### src/rtl/can_config.svh
// Build constants for the CAN receive front end
// Register addresses follow the basic mode map, BTR writes need reset mode
// FIFO depth must be a power of two, at least 2
`ifndef CAN_CONFIG_SVH
`define CAN_CONFIG_SVH

//////////////////////////////////////////
// Host register map
//////////////////////////////////////////
`define CAN_ADDR_MODE   8'd0
`define CAN_ADDR_STATUS 8'd2
`define CAN_ADDR_BTR0   8'd6
`define CAN_ADDR_BTR1   8'd7
// Read-only window onto the receive FIFO head
`define CAN_ADDR_RXBUF  8'd20

//////////////////////////////////////////
// Receive path sizing
//////////////////////////////////////////
`define CAN_FIFO_DEPTH  4
// Recessive samples that mark the bus idle
`define CAN_IDLE_BITS   4'd11
// Equal bits after which a stuff bit follows
`define CAN_STUFF_LIMIT 3'd5

`endif

### src/rtl/can_pkg.sv
// Shared types of the CAN receive front end
// Field widths follow the BTR0/BTR1 layout, each stored as value minus one
`default_nettype none

package can_pkg;

  // Register data and received bytes
  typedef logic [7:0] byte_t;
  // Host address
  typedef logic [7:0] reg_addr_t;

  // Bus timing fields
  typedef logic [5:0] brp_t;
  typedef logic [1:0] sjw_t;
  typedef logic [3:0] tseg1_t;
  typedef logic [2:0] tseg2_t;

  // Segment walk inside one bit
  typedef enum logic [1:0] {BTL_SYNC, BTL_TSEG1, BTL_TSEG2} btl_state_t;

  // Bit stream framing
  typedef enum logic {RX_IDLE, RX_FRAME} rx_state_t;

endpackage

`default_nettype wire

### src/rtl/can_registers.sv
// Host registers: mode, status, BTR0, BTR1 and the RX FIFO window
// Reads are registered, data one cycle after re_i; reading RXBUF pops the FIFO
// BTR0/BTR1 only accept writes while reset mode is set
`timescale 1ns/1ps
`default_nettype none
`include "can_config.svh"

module can_registers
(
  input  wire                clk_i,
  input  wire                rst,
  input  wire                re_i,
  input  wire                we_i,
  input  wire can_pkg::reg_addr_t addr_i,
  input  wire can_pkg::byte_t     data_i,
  output can_pkg::byte_t     reg_data_o,
  output logic               irq_n_o,
  input  wire can_pkg::byte_t     fifo_data_i,
  input  wire                fifo_not_empty_i,
  input  wire                stuff_err_i,
  input  wire                overrun_i,
  output logic               fifo_pop_o,
  output logic               reset_mode_o,
  output can_pkg::brp_t      brp_o,
  output can_pkg::sjw_t      sjw_o,
  output can_pkg::tseg1_t    tseg1_o,
  output can_pkg::tseg2_t    tseg2_o
);

  logic           stuff_err_flag;
  logic           overrun_flag;
  logic           set_reset_mode;
  can_pkg::byte_t rd_mux;

  // Writing 1 to mode bit 0 also clears the sticky status flags
  assign set_reset_mode = we_i & (addr_i == `CAN_ADDR_MODE) & data_i[0];

  //////////////////////////////////////////
  // Mode and bus timing registers
  //////////////////////////////////////////
  always_ff @(posedge clk_i or posedge rst)
  begin
    if (rst)
    begin
      reset_mode_o <= 1'b1;
      brp_o        <= '0;
      sjw_o        <= '0;
      tseg1_o      <= '0;
      tseg2_o      <= '0;
    end
    else if (we_i)
    begin
      if (addr_i == `CAN_ADDR_MODE)
        reset_mode_o <= data_i[0];
      // Timing only changes while the core is held
      if (reset_mode_o && (addr_i == `CAN_ADDR_BTR0))
      begin
        sjw_o <= data_i[7:6];
        brp_o <= data_i[5:0];
      end
      if (reset_mode_o && (addr_i == `CAN_ADDR_BTR1))
      begin
        tseg2_o <= data_i[6:4];
        tseg1_o <= data_i[3:0];
      end
    end
  end

  // Sticky error flags, clear wins over a same-cycle set
  always_ff @(posedge clk_i or posedge rst)
  begin
    if (rst)
    begin
      stuff_err_flag <= 1'b0;
      overrun_flag   <= 1'b0;
    end
    else if (set_reset_mode)
    begin
      stuff_err_flag <= 1'b0;
      overrun_flag   <= 1'b0;
    end
    else
    begin
      if (stuff_err_i)
        stuff_err_flag <= 1'b1;
      if (overrun_i)
        overrun_flag <= 1'b1;
    end
  end

  //////////////////////////////////////////
  // Read path
  //////////////////////////////////////////
  always_comb
  begin
    case (addr_i)
      `CAN_ADDR_MODE:   rd_mux = {7'd0, reset_mode_o};
      `CAN_ADDR_STATUS: rd_mux = {5'd0, overrun_flag, stuff_err_flag, fifo_not_empty_i};
      `CAN_ADDR_BTR0:   rd_mux = {sjw_o, brp_o};
      `CAN_ADDR_BTR1:   rd_mux = {1'b0, tseg2_o, tseg1_o};
      // Empty FIFO reads back as zero
      `CAN_ADDR_RXBUF:  rd_mux = fifo_not_empty_i ? fifo_data_i : 8'd0;
      default:          rd_mux = 8'd0;
    endcase
  end

  // Read data held until the next read strobe
  always_ff @(posedge clk_i or posedge rst)
  begin
    if (rst)
      reg_data_o <= 8'd0;
    else if (re_i)
      reg_data_o <= rd_mux;
  end

  // Pop only a head that is really there
  assign fifo_pop_o = re_i & (addr_i == `CAN_ADDR_RXBUF) & fifo_not_empty_i;
  // Active low, pending while the FIFO holds data
  assign irq_n_o = ~fifo_not_empty_i;

  // Host never reads and writes in the same cycle
  host_rw_excl_a: assert property (@(posedge clk_i) disable iff (rst)
    !(we_i && re_i));

endmodule

`default_nettype wire

### src/rtl/can_btl.sv
// Bit timing: quantum = (brp+1)*2 clocks, bit = 1 + (tseg1+1) + (tseg2+1) quanta
// Sample point at the end of TSEG1; rx_i passes a two-flop synchronizer first
// Hard sync on a falling edge while idle, resync limited to sjw+1 quanta
`timescale 1ns/1ps
`default_nettype none

module can_btl
(
  input  wire                clk_i,
  input  wire                rst,
  input  wire                rx_i,
  input  wire                reset_mode_i,
  input  wire can_pkg::brp_t   brp_i,
  input  wire can_pkg::sjw_t   sjw_i,
  input  wire can_pkg::tseg1_t tseg1_i,
  input  wire can_pkg::tseg2_t tseg2_i,
  input  wire                rx_idle_i,
  output logic               sample_point_o,
  output logic               sampled_bit_o
);

  logic                rx_meta;
  logic                rx_sync;
  logic                rx_prev;
  logic [6:0]          tq_cnt;
  logic [3:0]          seg_cnt;
  logic [3:0]          sjw_len;
  can_pkg::btl_state_t state;
  logic                tq_end;
  logic                fall_edge;
  logic                late_fix;
  logic                early_fix;
  logic                restart;

  // Synchronizer plus one stage for edge detection, all recessive at reset
  always_ff @(posedge clk_i or posedge rst)
  begin
    if (rst)
    begin
      rx_meta <= 1'b1;
      rx_sync <= 1'b1;
      rx_prev <= 1'b1;
    end
    else
    begin
      rx_meta <= rx_i;
      rx_sync <= rx_meta;
      rx_prev <= rx_sync;
    end
  end

  // Last clock of a quantum is count 2*brp+1
  assign tq_end    = (tq_cnt == {brp_i, 1'b1});
  assign sjw_len   = {2'b00, sjw_i} + 4'd1;
  assign fall_edge = rx_prev & ~rx_sync;

  // Phase error fits in the jump width, edge simply becomes the new SYNC
  assign late_fix  = (state == can_pkg::BTL_TSEG1) && (seg_cnt < sjw_len);
  assign early_fix = (state == can_pkg::BTL_TSEG2) &&
                     (({2'b00, tseg2_i} + 5'd1) <= ({1'b0, seg_cnt} + {1'b0, sjw_len}));
  // Edge in SYNC outside idle needs no correction
  assign restart   = fall_edge & (rx_idle_i | late_fix | early_fix);

  //////////////////////////////////////////
  // Quantum prescaler
  //////////////////////////////////////////
  always_ff @(posedge clk_i or posedge rst)
  begin
    if (rst)
      tq_cnt <= 7'd0;
    else if (reset_mode_i || restart || tq_end)
      tq_cnt <= 7'd0;
    else
      tq_cnt <= tq_cnt + 7'd1;
  end

  //////////////////////////////////////////
  // Segment FSM and sample point
  //////////////////////////////////////////
  always_ff @(posedge clk_i or posedge rst)
  begin
    if (rst)
    begin
      state          <= can_pkg::BTL_SYNC;
      seg_cnt        <= 4'd0;
      sample_point_o <= 1'b0;
      sampled_bit_o  <= 1'b1;
    end
    else
    begin
      sample_point_o <= 1'b0;
      if (reset_mode_i || restart)
      begin
        state   <= can_pkg::BTL_SYNC;
        seg_cnt <= 4'd0;
      end
      // Late edge, lengthen TSEG1 by the full jump width
      else if (fall_edge && (state == can_pkg::BTL_TSEG1))
        seg_cnt <= seg_cnt - sjw_len;
      // Early edge, skip jump width quanta of TSEG2
      else if (fall_edge && (state == can_pkg::BTL_TSEG2))
        seg_cnt <= seg_cnt + sjw_len;
      else if (tq_end)
      begin
        case (state)
          can_pkg::BTL_SYNC:
          begin
            state   <= can_pkg::BTL_TSEG1;
            seg_cnt <= 4'd0;
          end
          can_pkg::BTL_TSEG1:
            if (seg_cnt == tseg1_i)
            begin
              state          <= can_pkg::BTL_TSEG2;
              seg_cnt        <= 4'd0;
              sample_point_o <= 1'b1;
              sampled_bit_o  <= rx_sync;
            end
            else
              seg_cnt <= seg_cnt + 4'd1;
          default:
            if (seg_cnt == {1'b0, tseg2_i})
            begin
              state   <= can_pkg::BTL_SYNC;
              seg_cnt <= 4'd0;
            end
            else
              seg_cnt <= seg_cnt + 4'd1;
        endcase
      end
    end
  end

  // One sample per bit, never back to back
  sample_single_a: assert property (@(posedge clk_i) disable iff (rst)
    sample_point_o |=> !sample_point_o);

endmodule

`default_nettype wire

### src/rtl/can_destuff.sv
// Frame start after 11 recessive samples; SOF is stored nowhere but starts the stuff run
// Six dominant bits in a row are a stuff error, six recessive bits end the frame
// Bytes MSB first, one byte buffered towards the FIFO, later bytes dropped as overrun
`timescale 1ns/1ps
`default_nettype none
`include "can_config.svh"

module can_destuff
(
  input  wire                clk_i,
  input  wire                rst,
  input  wire                reset_mode_i,
  input  wire                sample_point_i,
  input  wire                sampled_bit_i,
  input  wire                byte_ready_i,
  output logic               byte_valid_o,
  output can_pkg::byte_t     byte_data_o,
  output logic               rx_idle_o,
  output logic               stuff_err_o,
  output logic               overrun_o
);

  can_pkg::rx_state_t state;
  logic [3:0]         idle_cnt;
  logic [2:0]         run_cnt;
  logic               last_bit;
  logic [2:0]         bit_cnt;
  can_pkg::byte_t     shift_q;
  logic               stuff_slot;
  logic               keep_bit;
  logic               byte_done;
  logic               load_byte;

  assign rx_idle_o  = (state == can_pkg::RX_IDLE);
  // Bit right after a full run is the stuff bit
  assign stuff_slot = (run_cnt == `CAN_STUFF_LIMIT);
  assign keep_bit   = sample_point_i & ~reset_mode_i & ~rx_idle_o & ~stuff_slot;
  assign byte_done  = keep_bit & (bit_cnt == 3'd7);
  // Slot free or being emptied this edge
  assign load_byte  = byte_done & (~byte_valid_o | byte_ready_i);

  //////////////////////////////////////////
  // Framing and destuffing
  //////////////////////////////////////////
  always_ff @(posedge clk_i or posedge rst)
  begin
    if (rst)
    begin
      state       <= can_pkg::RX_IDLE;
      idle_cnt    <= 4'd0;
      run_cnt     <= 3'd0;
      last_bit    <= 1'b1;
      bit_cnt     <= 3'd0;
      stuff_err_o <= 1'b0;
    end
    else
    begin
      stuff_err_o <= 1'b0;
      if (reset_mode_i)
      begin
        state    <= can_pkg::RX_IDLE;
        idle_cnt <= 4'd0;
        run_cnt  <= 3'd0;
      end
      else if (sample_point_i && rx_idle_o)
      begin
        // Saturating count of recessive samples
        if (sampled_bit_i)
        begin
          if (idle_cnt != `CAN_IDLE_BITS)
            idle_cnt <= idle_cnt + 4'd1;
        end
        else if (idle_cnt == `CAN_IDLE_BITS)
        begin
          state    <= can_pkg::RX_FRAME;
          idle_cnt <= 4'd0;
          run_cnt  <= 3'd1;
          last_bit <= 1'b0;
          bit_cnt  <= 3'd0;
        end
        else
          idle_cnt <= 4'd0;
      end
      else if (sample_point_i && stuff_slot)
      begin
        if (sampled_bit_i != last_bit)
        begin
          // Proper stuff bit opens a new run
          run_cnt  <= 3'd1;
          last_bit <= sampled_bit_i;
        end
        else if (sampled_bit_i)
        begin
          // Bus back to recessive, the run already counts towards idle
          state    <= can_pkg::RX_IDLE;
          idle_cnt <= {1'b0, `CAN_STUFF_LIMIT} + 4'd1;
        end
        else
        begin
          state       <= can_pkg::RX_IDLE;
          idle_cnt    <= 4'd0;
          stuff_err_o <= 1'b1;
        end
      end
      else if (keep_bit)
      begin
        run_cnt  <= (sampled_bit_i == last_bit) ? run_cnt + 3'd1 : 3'd1;
        last_bit <= sampled_bit_i;
        bit_cnt  <= bit_cnt + 3'd1;
      end
    end
  end

  // Shift register of the kept bits
  always_ff @(posedge clk_i)
  begin
    if (keep_bit)
      shift_q <= {shift_q[6:0], sampled_bit_i};
  end

  //////////////////////////////////////////
  // Byte handshake towards the FIFO
  //////////////////////////////////////////
  always_ff @(posedge clk_i or posedge rst)
  begin
    if (rst)
    begin
      byte_valid_o <= 1'b0;
      overrun_o    <= 1'b0;
    end
    else
    begin
      overrun_o <= 1'b0;
      if (reset_mode_i)
        byte_valid_o <= 1'b0;
      else if (load_byte)
        byte_valid_o <= 1'b1;
      else if (byte_done)
        overrun_o <= 1'b1;
      else if (byte_ready_i)
        byte_valid_o <= 1'b0;
    end
  end

  always_ff @(posedge clk_i)
  begin
    if (load_byte)
      byte_data_o <= {shift_q[6:0], sampled_bit_i};
  end

  // Offered byte holds until the FIFO takes it
  byte_hold_a: assert property (@(posedge clk_i) disable iff (rst)
    byte_valid_o && !byte_ready_i |=> $stable(byte_data_o));

endmodule

`default_nettype wire

### src/rtl/can_rx_fifo.sv
// Receive byte FIFO, DEPTH a power of two and at least 2
// Push on valid/ready, pop by host read; head_o is the oldest byte
`timescale 1ns/1ps
`default_nettype none
`include "can_config.svh"

module can_rx_fifo
#(
  parameter int DEPTH = `CAN_FIFO_DEPTH
)
(
  input  wire                clk_i,
  input  wire                rst,
  input  wire                push_valid_i,
  input  wire can_pkg::byte_t push_data_i,
  input  wire                pop_i,
  output logic               push_ready_o,
  output can_pkg::byte_t     head_o,
  output logic               not_empty_o
);

  localparam int AW = $clog2(DEPTH);

  can_pkg::byte_t mem [DEPTH];
  logic [AW-1:0]  wr_ptr;
  logic [AW-1:0]  rd_ptr;
  logic [AW:0]    count;
  logic           push;
  logic           pop;

  assign push_ready_o = (count != (AW+1)'(DEPTH));
  assign not_empty_o  = (count != '0);
  assign push         = push_valid_i & push_ready_o;
  // A pop on an empty FIFO is ignored
  assign pop          = pop_i & not_empty_o;
  assign head_o       = mem[rd_ptr];

  // Storage
  always_ff @(posedge clk_i)
  begin
    if (push)
      mem[wr_ptr] <= push_data_i;
  end

  // Pointers wrap by width, occupancy tracks both sides
  always_ff @(posedge clk_i or posedge rst)
  begin
    if (rst)
    begin
      wr_ptr <= '0;
      rd_ptr <= '0;
      count  <= '0;
    end
    else
    begin
      if (push)
        wr_ptr <= wr_ptr + AW'(1);
      if (pop)
        rd_ptr <= rd_ptr + AW'(1);
      case ({push, pop})
        2'b10:   count <= count + (AW+1)'(1);
        2'b01:   count <= count - (AW+1)'(1);
        default: count <= count;
      endcase
    end
  end

  // Host side only pops a FIFO that holds data
  pop_nonempty_a: assert property (@(posedge clk_i) disable iff (rst)
    pop_i |-> not_empty_o);

endmodule

`default_nettype wire

### src/rtl/can_top.sv
// Receive-only CAN bit front end
// Host port: registered reads one cycle after re_i, irq_n_o low while RX data waits
`timescale 1ns/1ps
`default_nettype none

module can_top
(
  input  wire                clk_i,
  input  wire                rst,
  input  wire                rx_i,
  input  wire                re_i,
  input  wire                we_i,
  input  wire can_pkg::reg_addr_t addr_i,
  input  wire can_pkg::byte_t     data_i,
  output can_pkg::byte_t     reg_data_o,
  output logic               irq_n_o
);

  // Register block outputs
  logic            reset_mode;
  can_pkg::brp_t   brp;
  can_pkg::sjw_t   sjw;
  can_pkg::tseg1_t tseg1;
  can_pkg::tseg2_t tseg2;
  logic            fifo_pop;

  // Bit timing to bit stream
  logic            sample_point;
  logic            sampled_bit;
  logic            rx_idle;

  // Bit stream to FIFO and status
  logic            byte_valid;
  logic            byte_ready;
  can_pkg::byte_t  byte_data;
  logic            stuff_err;
  logic            overrun;
  can_pkg::byte_t  fifo_head;
  logic            fifo_not_empty;

  can_registers i_can_registers (
    .clk_i(clk_i), .rst(rst), .re_i(re_i), .we_i(we_i),
    .addr_i(addr_i), .data_i(data_i), .reg_data_o(reg_data_o), .irq_n_o(irq_n_o),
    .fifo_data_i(fifo_head), .fifo_not_empty_i(fifo_not_empty),
    .stuff_err_i(stuff_err), .overrun_i(overrun), .fifo_pop_o(fifo_pop),
    .reset_mode_o(reset_mode), .brp_o(brp), .sjw_o(sjw),
    .tseg1_o(tseg1), .tseg2_o(tseg2)
  );

  can_btl i_can_btl (
    .clk_i(clk_i), .rst(rst), .rx_i(rx_i), .reset_mode_i(reset_mode),
    .brp_i(brp), .sjw_i(sjw), .tseg1_i(tseg1), .tseg2_i(tseg2),
    .rx_idle_i(rx_idle), .sample_point_o(sample_point), .sampled_bit_o(sampled_bit)
  );

  can_destuff i_can_destuff (
    .clk_i(clk_i), .rst(rst), .reset_mode_i(reset_mode),
    .sample_point_i(sample_point), .sampled_bit_i(sampled_bit),
    .byte_ready_i(byte_ready), .byte_valid_o(byte_valid), .byte_data_o(byte_data),
    .rx_idle_o(rx_idle), .stuff_err_o(stuff_err), .overrun_o(overrun)
  );

  can_rx_fifo i_can_rx_fifo (
    .clk_i(clk_i), .rst(rst), .push_valid_i(byte_valid), .push_data_i(byte_data),
    .pop_i(fifo_pop), .push_ready_o(byte_ready), .head_o(fifo_head),
    .not_empty_o(fifo_not_empty)
  );

endmodule

`default_nettype wire

### config.mk
export PLATFORM = sky130hd
export DESIGN_NAME = can_top
export DESIGN_NICKNAME = d
export VERILOG_FILES = /design/src/rtl/can_pkg.sv /design/src/rtl/can_registers.sv /design/src/rtl/can_btl.sv /design/src/rtl/can_destuff.sv /design/src/rtl/can_rx_fifo.sv /design/src/rtl/can_top.sv
export VERILOG_INCLUDE_DIRS = /design/src /design/src/rtl
export SDC_FILE = /design/constraint.sdc
export NUM_CORES = 1
export LEC_CHECK = 0
export BUFFER_PORTS_ARGS = -buffer_cell sky130_fd_sc_hd__buf_2
export CAP_MARGIN = 20
export CELL_PAD_IN_SITES_DETAIL_PLACEMENT = 1
export CELL_PAD_IN_SITES_GLOBAL_PLACEMENT = 1
export CORE_MARGIN = 10
export CORE_UTILIZATION = 40
export CTS_CLUSTER_DIAMETER = 120
export DETAILED_ROUTE_END_ITERATION = 10
export PLACE_DENSITY = 0.64
export SLEW_MARGIN = 40
export SYNTH_ARGS = -nofsm -noshare
export SYNTH_HDL_FRONTEND = slang
export SYNTH_SLANG_ARGS = --single-unit
### constraint.sdc
create_clock -name clk_i -period 4 [get_ports clk_i]
set_clock_uncertainty 0.15 [all_clocks]
set_input_delay 0.8 -clock clk_i [delete_from_list [all_inputs] [get_ports clk_i]]
set_output_delay 0.8 -clock clk_i [all_outputs]
set_load 0.1 [all_outputs]
# After elaboration in Yosys (flattened, before gate mapping)
# Memories as Yosys holds them, arrays and structs flattened.
# Index checks and enable logic that the tools add are counted.
# W data, S select, Z words.
# word_totals
reg_bits	81
ram_bits	32
inputBits	21
output_inout_bits	9
word_cells	211
memories	1
# op_classes
add_sub_neg	14
n_lt_le_gt_ge	2
eq_ne	31
muxes	74
bitwise_logic	25
n_reduce_logical	35
# mem_list
name	depth	word_bits	rd	rd_ports_with_merged_regs	write_ports	line_no	source
i_can_rx_fifo.mem	4	8	1	0	1	can_rx_fifo.sv:24	can_pkg::byte_t mem [DEPTH];
# ops
operator	count
$mux W4	12
$mux W3	14
$pmux W8 S5	1
$mux W1	36
$eq A8 B3 Y1 const B	2
$reduce_and A5 Y1	3
$and A1 B1 Y1	13
$mux W2	6
$ne A3 B3 Y1 const B	4
$reduce_bool A3 Y1	4
$reduce_bool A4 Y1	3
$reduce_bool A2 Y1	5
$add A3 B1 Y3 const B	3
$ne A3 B2 Y1 const B	3
$not A1 Y1	9
$add A4 B1 Y4 const B	2
$eq A8 B2 Y1 const B	1
$eq A8 B5 Y1 const B	1
$logic_and A1 B1 Y1	8
$logic_not A8 Y1	1
$mux W8	1
$ne A4 B4 Y1 const B	2
$pmux W4 S2	1
$reduce_and A2 Y1	4
other kinds (31)	42

# Depth between registers and ports, before layout
# Gate-level depths: netlist of run 1.
# logic_depth
ltp_word	9
mapped_depth	12
mapped_depth_nobuf	11

# Cells and area by module
# Synthesis of run 1 repeated with hierarchy kept, for this count alone.
# unflattened
cells_unflattened	446
area_unflattened_um2	5840.6
# modules_own_cells
module	instances	cells_per_inst	area_per_inst_um2	seq_area_each_um2
can_rx_fifo	1	80	1586.5	1136.1
can_btl	1	159	1556.5	455.4
can_destuff	1	108	1430.1	827.0
can_registers	1	99	1267.5	651.9

# Worst setup path after synthesis of run 1
# No wires, ideal clock.
# synth_timing
path_kind	register to register
startpoint	reg i_can_rx_fifo.count[2]
endpoint	reg i_can_rx_fifo.count[2]
setup_time_ps	125
arrival_ps	3934
required_time_ps	3725
path_slack_ps	-209
stages_incl_launch_ff	10
n_path_buf	0
synth_period_minus_slack_ps	4209
cell_sequence	dfrtp_1 -> nor3_1 -> nor4_4 -> and2_1 -> ha_1 -> inv_1 -> fa_1 -> xor2_1 -> nor2_1 -> xor2_1
# synth_via
elab_chain_len	5
word_cells_on_any_way	11
classes_between	add/sub: 2; eq/ne: 3; mux: 1; bitwise: 3; reduce/logical: 2
# synth_lines
element	line_no	source
start: declaration	can_rx_fifo.sv:27	logic [AW:0] count;
start signal: assignment	can_rx_fifo.sv:61	2'b10: count <= count + (AW+1)'(1);
start signal: assignment	can_rx_fifo.sv:62	2'b01: count <= count - (AW+1)'(1);
start signal: assignment	can_rx_fifo.sv:63	default: count <= count;
$reduce_bool A3 Y1 (*)	can_rx_fifo.sv:32	assign not_empty_o = (count != '0);
$and A1 B1 Y1	can_registers.sv:117	assign fifo_pop_o = re_i & (addr_i == `CAN_ADDR_RXBUF) & fifo_not_empty_i;
$and A1 B1 Y1 (*)	can_rx_fifo.sv:35	assign pop = pop_i & not_empty_o;
via i_can_rx_fifo.pop	can_rx_fifo.sv:29	logic pop;
$eq A2 B1 Y1 / $eq A2 B2 Y1 (equally long branches)	can_rx_fifo.sv:60	case ({push, pop})
$pmux W3 S2 / $reduce_bool A2 Y1 (equally long branches)	--	
# The timed path passes the listed nets; every way through them passes the cells marked *.
# A chain may end at the register's enable or synchronous reset.

# Final worst setup path of run 1
# layout_timing
startpoint	reg i_can_registers.sjw_o[1]
endpoint	reg i_can_btl.sampled_bit_o
# layout_via
elab_chain_len	9
word_cells_on_any_way	12
classes_between	add/sub: 2; order compare: 2; bitwise: 4; reduce/logical: 4
# layout_lines
element	line_no	source
start: declaration	can_registers.sv:25	output can_pkg::sjw_t sjw_o,
start signal: assignment	can_registers.sv:58	sjw_o <= data_i[7:6];
$add A2 B1 Y3 (*)	can_btl.sv:54	assign sjw_len = {2'b00, sjw_i} + 4'd1;
$add A4 B4 Y5 / $lt A4 B4 Y1 (equally long branches)	can_btl.sv:60, can_btl.sv:58	
$le A5 B5 Y1 / $logic_and A1 B1 Y1 (equally long branches)	can_btl.sv:60, can_btl.sv:58	
$logic_and A1 B1 Y1 / $or A1 B1 Y1 (equally long branches)	can_btl.sv:59, can_btl.sv:62	
$or A1 B1 Y1 (*)	can_btl.sv:62	assign restart = fall_edge & (rx_idle_i | late_fix | early_fix);
$and A1 B1 Y1 (*)	can_btl.sv:62	
$logic_or A1 B1 Y1 (*)	can_btl.sv:92	if (reset_mode_i || restart)
$not A1 Y1 (no line) (*)	--	
$reduce_and A6 Y1 (no line) (*)	--	
end signal: assignment	can_btl.sv:117	sampled_bit_o <= rx_sync;
end: declaration	can_btl.sv:19	output logic sampled_bit_o
# Mark *: on every way between the ends. The rest lies on a longest branch, timed or not.

==> results of run 1 <==
registers in the layout (all words and copies together) (netlist names), 2 cells and up:
register,count
i_can_btl.state,2
i_can_destuff.shift_q,7
i_can_destuff.idle_cnt,4
i_can_btl.seg_cnt,4
i_can_destuff.byte_data_o,8
i_can_destuff.run_cnt,3
i_can_registers.sjw_o,2
i_can_btl.tq_cnt,7
i_can_registers.tseg2_o,3
i_can_rx_fifo.wr_ptr,2
i_can_registers.reg_data_o,8
i_can_destuff.bit_cnt,3
i_can_registers.tseg1_o,4
i_can_rx_fifo.mem,32
i_can_rx_fifo.count,3
i_can_rx_fifo.rd_ptr,2
i_can_registers.brp_o,6
placed cells by master (no fill, tap or decap), drive strengths merged, types with 6 or more instances in the layout:
| cell type | n |
|---|---|
| dfrtp | 60 |
| edfxtp | 47 |
| nor2 | 33 |
| buf | 33 |
| ha | 25 |
| a21oi | 25 |
| inv | 24 |
| nand2 | 19 |
| clkbuf | 18 |
| mux2 | 17 |
| xnor2 | 16 |
| xor2 | 13 |
| nand3 | 12 |
| o21ai | 9 |
| nand2b | 8 |
| mux4 | 8 |
| and2 | 7 |
| bufinv | 7 |
| a222oi | 6 |
| dfstp | 6 |
| clkinv | 6 |
path summary, 6_finish.rpt:
kind | from | to | slack (ns)
max | i_can_registers.sjw_o[1] | i_can_btl.sampled_bit_o | 0.73
max in group asynchronous | rst | i_can_registers.reset_mode_o | 2.85
min | rst | i_can_btl.seg_cnt[0] | 0.13
min in group clk_i | i_can_btl.rx_meta | i_can_btl.rx_sync | 0.21
max reg2reg | i_can_registers.sjw_o[1] | i_can_btl.sampled_bit_o | 0.73
min reg2reg | i_can_btl.rx_meta | i_can_btl.rx_sync | 0.21
per-stage QoR:
step	worst slack, ns	utilization	hold slack (ns)
after global routing	0.5026	0.4887	0.1356
after detailed placement	0.4949	0.4369	0.1990
after CTS	0.7343	0.4887	0.1291
after global placement	0.6143	0.4369	0.1979
final	0.7293	0.4887	0.1343
after floorplan	0.6851	-	0.1952
logic make-up after synthesis:
| family | Yosys count | share of synthesized area |
|---|---|---|
| AOI/OAI and AO/OA | 82 | 0.1057 |
| buffers and inverters | 34 | 0.02477 |
| xor gates and xnor gates | 29 | 0.04655 |
| and+or+nand+nor | 116 | 0.1220 |
| adders and majority gates | 28 | 0.06833 |
| DFF | 113 | 0.5627 |
| muxes | 26 | 0.06994 |
critical path, cell delays in order (launching register included):
cell and delay, ns:
dfrtp_1 0.41, ha_1 0.32, inv_1 0.10, fa_1 0.45
xnor2_1 0.28, ha_1 0.29, nand4_1 0.09, o21ai_0 0.13
a221oi_2 0.44, nand4_1 0.21, mux2_2 0.32
power groups by stage:
| stage | combinational [mW] | sequential [mW] | clock, mW |
|---|---|---|---|
| after floorplan | 0.417 | 1.40 | 0 |
| after global placement | 0.555 | 1.41 | 0 |
| after detailed placement | 0.570 | 1.42 | 0 |
| after CTS | 0.577 | 1.40 | 1.80 |
| after global routing | 0.651 | 1.41 | 1.86 |
| final | 0.573 | 1.40 | 1.78 |
cell type report:
type,instances,area share
Multi-Input combinational cell,281,0.3472
Tap cell,176,0.03389
Timing Repair Buffer,33,0.02696
Clock buffer,18,0.06605
Clock inverter,14,0.04005
Sequential cell,113,0.4726
Inverter,23,0.01329
per-layer routing:
| layer | GRT usage | vias to the layer above | part of all wire |
|---|---|---|---|
| met3 | 0.04509 | 11 | 0.036 |
| met1 | 0.1950 | 1845 | 0.48 |
| met2 | 0.2311 | 58 | 0.48 |
| met4 | 0.04215 | 0 | 0.0097 |
| li1 | - | 1677 | - |
| met5 | 0 | - | 0 |
==> run metrics, run 1 <==
warning count from the yosys run=0; DRC Markers=0; root buf cell=clkbuf_16; Overflow after GRT=0; GPL Wtd Cong=just over 0.8; asr flop ratio synth=0.5841; antenna violations before repair=0; Sequential Power Share=0.373; CTS H-tree depth=4; Reg2Reg Depth=10; worst min-delay path class=primary input to asynchronous set/reset pin; crit-path max FO=4; placed cell count=~630; largest net degree at the start of global routing=36; Slew @ Worst Pin=between 0.7 and 0.8 ns; clk slew on worst S/H paths=0.06 ns; Yosys top cell area share=0.2752; count of final setup violators=0; IO Pins=30; NumNets Final=about 520; leakage power=between 2 and 3 nW; post-DR vias/cell=between 5 and 6; Synth Register Bits=around 110; cts hold-fix bufs=0; clock tree from TritonCTS=done; Sw Share=0.2692; buffers from clock root to sink, at most=2; post-layout instance area=between 0.006 and 0.007 mm^2; TritonCTS Buffers=17; Seq/Total Area, Yosys=0.5627; maxcap violations=0; Fin. Hold Viols=0; Worst-Skew Late Latency=~0.4 ns; cell internal pwr=~2.7 mW; DPL Wire Length=~9000 um; Routed Antenna Nets=0; largest cells by area after synthesis=dfrtp_1 28%, edfxtp_1 26%, ha_1 5.7%, mux2_2 3.5%, mux4_2 3.3%; cell taking the most area after synthesis=dfrtp_1; Gate power share=0.153; TritonRoute pass-1 iters=5; critical setup path kind=flop to flop; EDFF count, synth=47; status=complete, no violations; vias in the first global route=roughly 3.9k; die span in x=between 100 and 150 um; WL/cell=slightly below 20 um; Post-Syn Area per Cell=approximately 13 um^2; Cell variety after synth=63; die area=around 0.019 mm^2; Synth Flop Type=dfrtp_1; Net Sw Power=roughly 1 mW; Clock Power Share=0.474; site row count=42; first-pass GRT wire length=between 20,000 and 25,000 um; DRT iter0 DRCs=approximately 310; Max Fclk=305.7 MHz; Initial Util=0.4104; maximum VDD drop=between 0.3 and 0.4 mV; share of layout cells above drive strength 1=0.2261; syn_nets=477; setup_tns=0 ns; cells after synthesis=around 430; Syn-to-layout area delta=19.08%; die height=136.8 um; post-layout min period=approximately 3.3 ns; CTS resizes=0; via count=between 3k and 4k; unrepaired setup endpoints after global routing=false; CP Launch Type=flop; Slew HR=0.4751; fin. max-slew vios=0; Area after DPL=0.005808 mm^2; Non-Filler Instances=658; CP endpoint kind=flop; # fillers=about 1.3k; mapped cell area=0.005456 mm^2; Total Routed Length=between 10,000 and 15,000 um; critical path arrival=roughly 3.5 ns; Tot GR Track Use=0.1480; n_diodes=0; Seq. cell area=slightly above 0.003 mm^2; Post-synth top cells=60 x dfrtp_1, 47 x edfxtp_1, 33 x nor2_1, 25 x ha_1, 24 x a21oi_1; Worst EP required=4.19 ns; Tcrit/Tclk final=0.8177; # clock sinks=113; PnR Total Power=3.748 mW; core area=between 0.01 and 0.015 mm^2; port bufs=29; count leader, synth=dfrtp_1; pwr dens=576.9 mW/mm^2; area of the multi-input gates=approximately 0.0023 mm^2; Post-CTS Setup Inserts=0
No activity file was read; power rests on OpenSTA's default activity.
==> run 2: changes to the inputs <==
--- a/config.mk
+++ b/config.mk
@@ -6,6 +6,7 @@
 export SDC_FILE = /design/constraint.sdc
 export NUM_CORES = 1
 export LEC_CHECK = 0
+export ABC_AREA = 1
 export BUFFER_PORTS_ARGS = -buffer_cell sky130_fd_sc_hd__buf_2
 export CAP_MARGIN = 20
 export CELL_PAD_IN_SITES_DETAIL_PLACEMENT = 1
@@ -14,7 +15,7 @@
 export CORE_UTILIZATION = 40
 export CTS_CLUSTER_DIAMETER = 120
 export DETAILED_ROUTE_END_ITERATION = 10
-export PLACE_DENSITY = 0.64
+export PLACE_DENSITY = 0.69
 export SLEW_MARGIN = 40
 export SYNTH_ARGS = -nofsm -noshare
 export SYNTH_HDL_FRONTEND = slang
==> constraint.sdc (replaced) <==
create_clock -name clk_i -period 3 [get_ports clk_i]
set_clock_uncertainty 0.15 [all_clocks]
set_input_delay 0.6 -clock clk_i [delete_from_list [all_inputs] [get_ports clk_i]]
set_output_delay 0.6 -clock clk_i [all_outputs]
set_load 0.1 [all_outputs]
==> run 2 against run 1 <==
- hold slack worse by 0.033 ns
- die area up 5.7%
- sequential power up 35%
- register-to-register slack worse by 0.56 ns
- critical path depth up 6
- wire length up 19%
- total power up 35%
- maximum frequency up 16%
- final area up 5.6%
- clock-buffer cell count down 1
- non-clock buffer count up 7
- critical path type unchanged
- critical endpoint is now i_can_btl.tq_cnt[4]
- largest cell class unchanged
==> run metrics, run 2 <==
Tcrit/Tclk final=0.9437 (+0.1260); r2r startpoint=i_can_registers.sjw_o[1]; Worst EP required=3.20 ns (-0.99 ns); Slew @ Worst Pin=0.8047 ns (+0.02458 ns); root buf cell=clkbuf_16; Clock Power Share=0.362 (-0.112); # fillers=1,682 (+25%); Routed Antenna Nets=0 (unchanged); Worst Setup SP=i_can_registers.sjw_o[1]; cell internal pwr=3.250 mW (+19%); Post-synth top cells=147 x nand2_1, 82 x inv_1, 67 x nor2_1, 60 x dfrtp_1, 47 x edfxtp_1; buffers from clock root to sink, at most=2 (unchanged); Fin. Hold Viols=0 (unchanged); core area=0.01437 mm^2 (+8.1%); Worst-Skew Late Latency=0.42 ns (about the same); cells after synthesis=634 (+48%); vias in the first global route=4,863 (+26%); first-pass GRT wire length=25,070 um (+17%); Cell variety after synth=48 (-24%); crit-path max FO=8 (+4); most frequent cells in the layout=142 x nand2_1, 80 x inv_1, 66 x nor2_1; asr flop ratio synth=0.5841 (unchanged); antenna violations before repair=0 (unchanged); critical path arrival=3.03 ns (-0.43 ns); Total Routed Length=15,310 um (+19%); fin. max-slew vios=0 (unchanged); Slew HR=0.4615 (-0.01357); site row count=44 (+4.8%); Seq/Total Area, Yosys=0.5275 (-0.03520); port bufs=29 (unchanged); post-layout min period=2.831 ns (-0.4397 ns); DRC Markers=0 (unchanged); CP endpoint kind=flop; n_diodes=0 (unchanged); critical setup path kind=flop to flop; clk slew on worst S/H paths=0.06 ns (about the same); Sequential Power Share=0.375 (+0.002); IO Pins=30 (unchanged); Sw Share=0.3562 (+0.08697); PnR Total Power=5.048 mW (+35%); pwr dens=735.7 mW/mm^2 (+28%); mapped cell area=0.005821 mm^2 (+6.7%); Net Sw Power=1.798 mW (+78%); WL/cell=17.36 um (-11%); NumNets Final=734 (+42%); count of final setup violators=0 (unchanged); die span in x=140.6 um (+2.8%); Max Fclk=353.2 MHz (+16%); max reg flops=32 (unchanged); clock tree from TritonCTS=done; Post-Syn Area per Cell=9.181 um^2 (-28%); CTS H-tree depth=4 (unchanged); # clock sinks=113 (unchanged); GPL Wtd Cong=0.8654 (+6.9%); Overflow after GRT=0 (unchanged); die height=140.6 um (+2.8%); largest cells by area after synthesis=dfrtp_1 26%, edfxtp_1 24%, nand2_1 9.5%, ha_1 5.4%, inv_1 5.3%; max incr delay on CP=0.44 ns (about the same); worst reg-to-reg setup slack=0.17 ns (-0.56 ns); CP Launch Type=flop; count leader, synth=nand2_1; cell with the largest stage delay on the worst path=dfrtp_1; share of layout cells above drive strength 1=0.1948 (-0.03130); warning count from the yosys run=0 (unchanged); via count=4,492 (+25%); maximum VDD drop=0.4568 mV (+25%); Fin Hold WS=0.1010 ns (-0.03330 ns); post-DR vias/cell=5.093 (-6.7%); syn_nets=683 (+43%); TritonRoute pass-1 iters=4 (-1); TritonCTS Buffers=17 (unchanged); leakage power=3.123 nW (+15%); Synth Register Bits=113 (unchanged); EDFF count, synth=47 (unchanged); DRT iter0 DRCs=197 (-36%); Yosys top cell area share=0.2580 (-0.01721); CP most frequent cell=nand2_1; cell taking the most area after synthesis=dfrtp_1; Syn-to-layout area delta=17.88%; Tot GR Track Use=0.1595 (+0.01151); DPL Wire Length=11,310 um (+22%); maxcap violations=0 (unchanged); largest net degree at the start of global routing=36 (unchanged); worst min-delay path class=primary input to asynchronous set/reset pin; status=complete, no violations; most flop-heavy register=i_can_rx_fifo.mem; die area=0.01978 mm^2 (+5.7%); CP Cell Sequence=ha_4 > inv_1 > ha_4 > inv_2 > a21oi_1 > nand2_1 > nand2_1 > nand2_1 > ha_1 > nand2_2 > nor2_1 > nor2_2 > a21oi_4 > nor2_8 > nand2_4 > nor3b_2; Synth Flop Type=dfrtp_1; Initial Util=0.4051 (-0.005323); most common cell after layout, fill and taps aside=nand2_1; Gate power share=0.263 (+0.110); biggest regs=i_can_rx_fifo.mem (32), i_can_destuff.byte_data_o (8), i_can_registers.reg_data_o (8)
-- run 2: cell types whose count changed in the layout (fill, tap and decap cells not counted), sizes merged, moves of 7 or more --
cell,delta
nand2,+136
inv,+66
nor2,+45
o21ai,+41
nand3,+20
mux2,-16
xnor2,-12
mux4,-8
nand2b,-8
and2,-7
buf,+7
bufinv,-7
o22ai,+7
-- run 2: worst max-delay path: cells and delay by family (launching register included) --
kind,cells,cell delay [ns]
simple gates,9,1.02
fa+ha+maj,3,0.76
flops,1,0.44
compound gates,2,0.26
buf+inv,2,0.11
-- run 2: final timing paths --
path / to / depth (start not counted)
worst min-delay path: i_can_destuff.run_cnt[1] / 2
worst max register to register: i_can_btl.tq_cnt[4] / 16
worst max-delay path: i_can_btl.tq_cnt[4] / 16
min in group clk_i: i_can_btl.rx_meta / 1
max in group asynchronous: i_can_btl.tq_cnt[3] / 3
worst min register to register: i_can_btl.rx_sync / 0
-- run 2: layout make-up --
| class | count | area (um^2) | area share |
|---|---|---|---|
| tap | 184 | 230.2 | 0.03355 |
| inverter | 90 | 340.3 | 0.04960 |
| multi-input combinational | 423 | 2445 | 0.3563 |
| clock buffer | 17 | 425.4 | 0.06200 |
| timing repair buffer | 40 | 240.2 | 0.03501 |
| sequential | 113 | 3070 | 0.4475 |
| clock inverter | 15 | 110.1 | 0.01605 |
-- run 2: timing repair --
| item | in CTS | in global routing |
|---|---|---|
| hold buffers | 0 | 0 |
| buffers inserted | 0 | 2 |
| resized for setup | 0 | 15 |
| endpoints found under the setup margin | 0 | 15 |
| endpoints found under the hold margin | 0 | 0 |
-- run 2: metrics by stage --
stage | instance area, um^2 | instances | util | setup WS, ns | TNS (ns)
after floorplan | 5832 | 634 | - | 0.2343 | 0
after global placement | 6233 | 848 | 0.4338 | 0.1938 | 0
after detailed placement | 6233 | 848 | 0.4338 | 0.04369 | 0
after CTS | 6769 | 880 | 0.4711 | 0.04451 | 0
after global routing | 6862 | 882 | 0.4775 | -0.009426 | -0.01564
final | 6862 | 882 | 0.4775 | 0.1690 | 0
-- run 2: power by group through the flow --
stage	combinational [mW]	clock, mW	sequential [mW]
detailed placement	1.25	0	1.91
global route	1.50	1.93	1.91
global placement	1.20	0	1.91
floorplan	0.855	0	1.94
finish	1.33	1.83	1.89
CTS	1.27	1.86	1.89
-- run 2: logic make-up (layout without fill, tap and decap cells) --
family	Yosys count	in the layout	share of synthesized area
mux	1	1	0.001935
simple gates	286	286	0.2208
buf+inv	98	162	0.06750
xor+xnor	12	12	0.01806
fa+ha+maj	28	28	0.06406
flops	113	113	0.5275
compound gates	96	96	0.1002
-- run 2: metal layers --
metal | global-route usage | part of all wire
met5 | 0 | 0
met4 | 0.05489 | 0.018
met3 | 0.04199 | 0.034
met2 | 0.2736 | 0.51
met1 | 0.1885 | 0.43
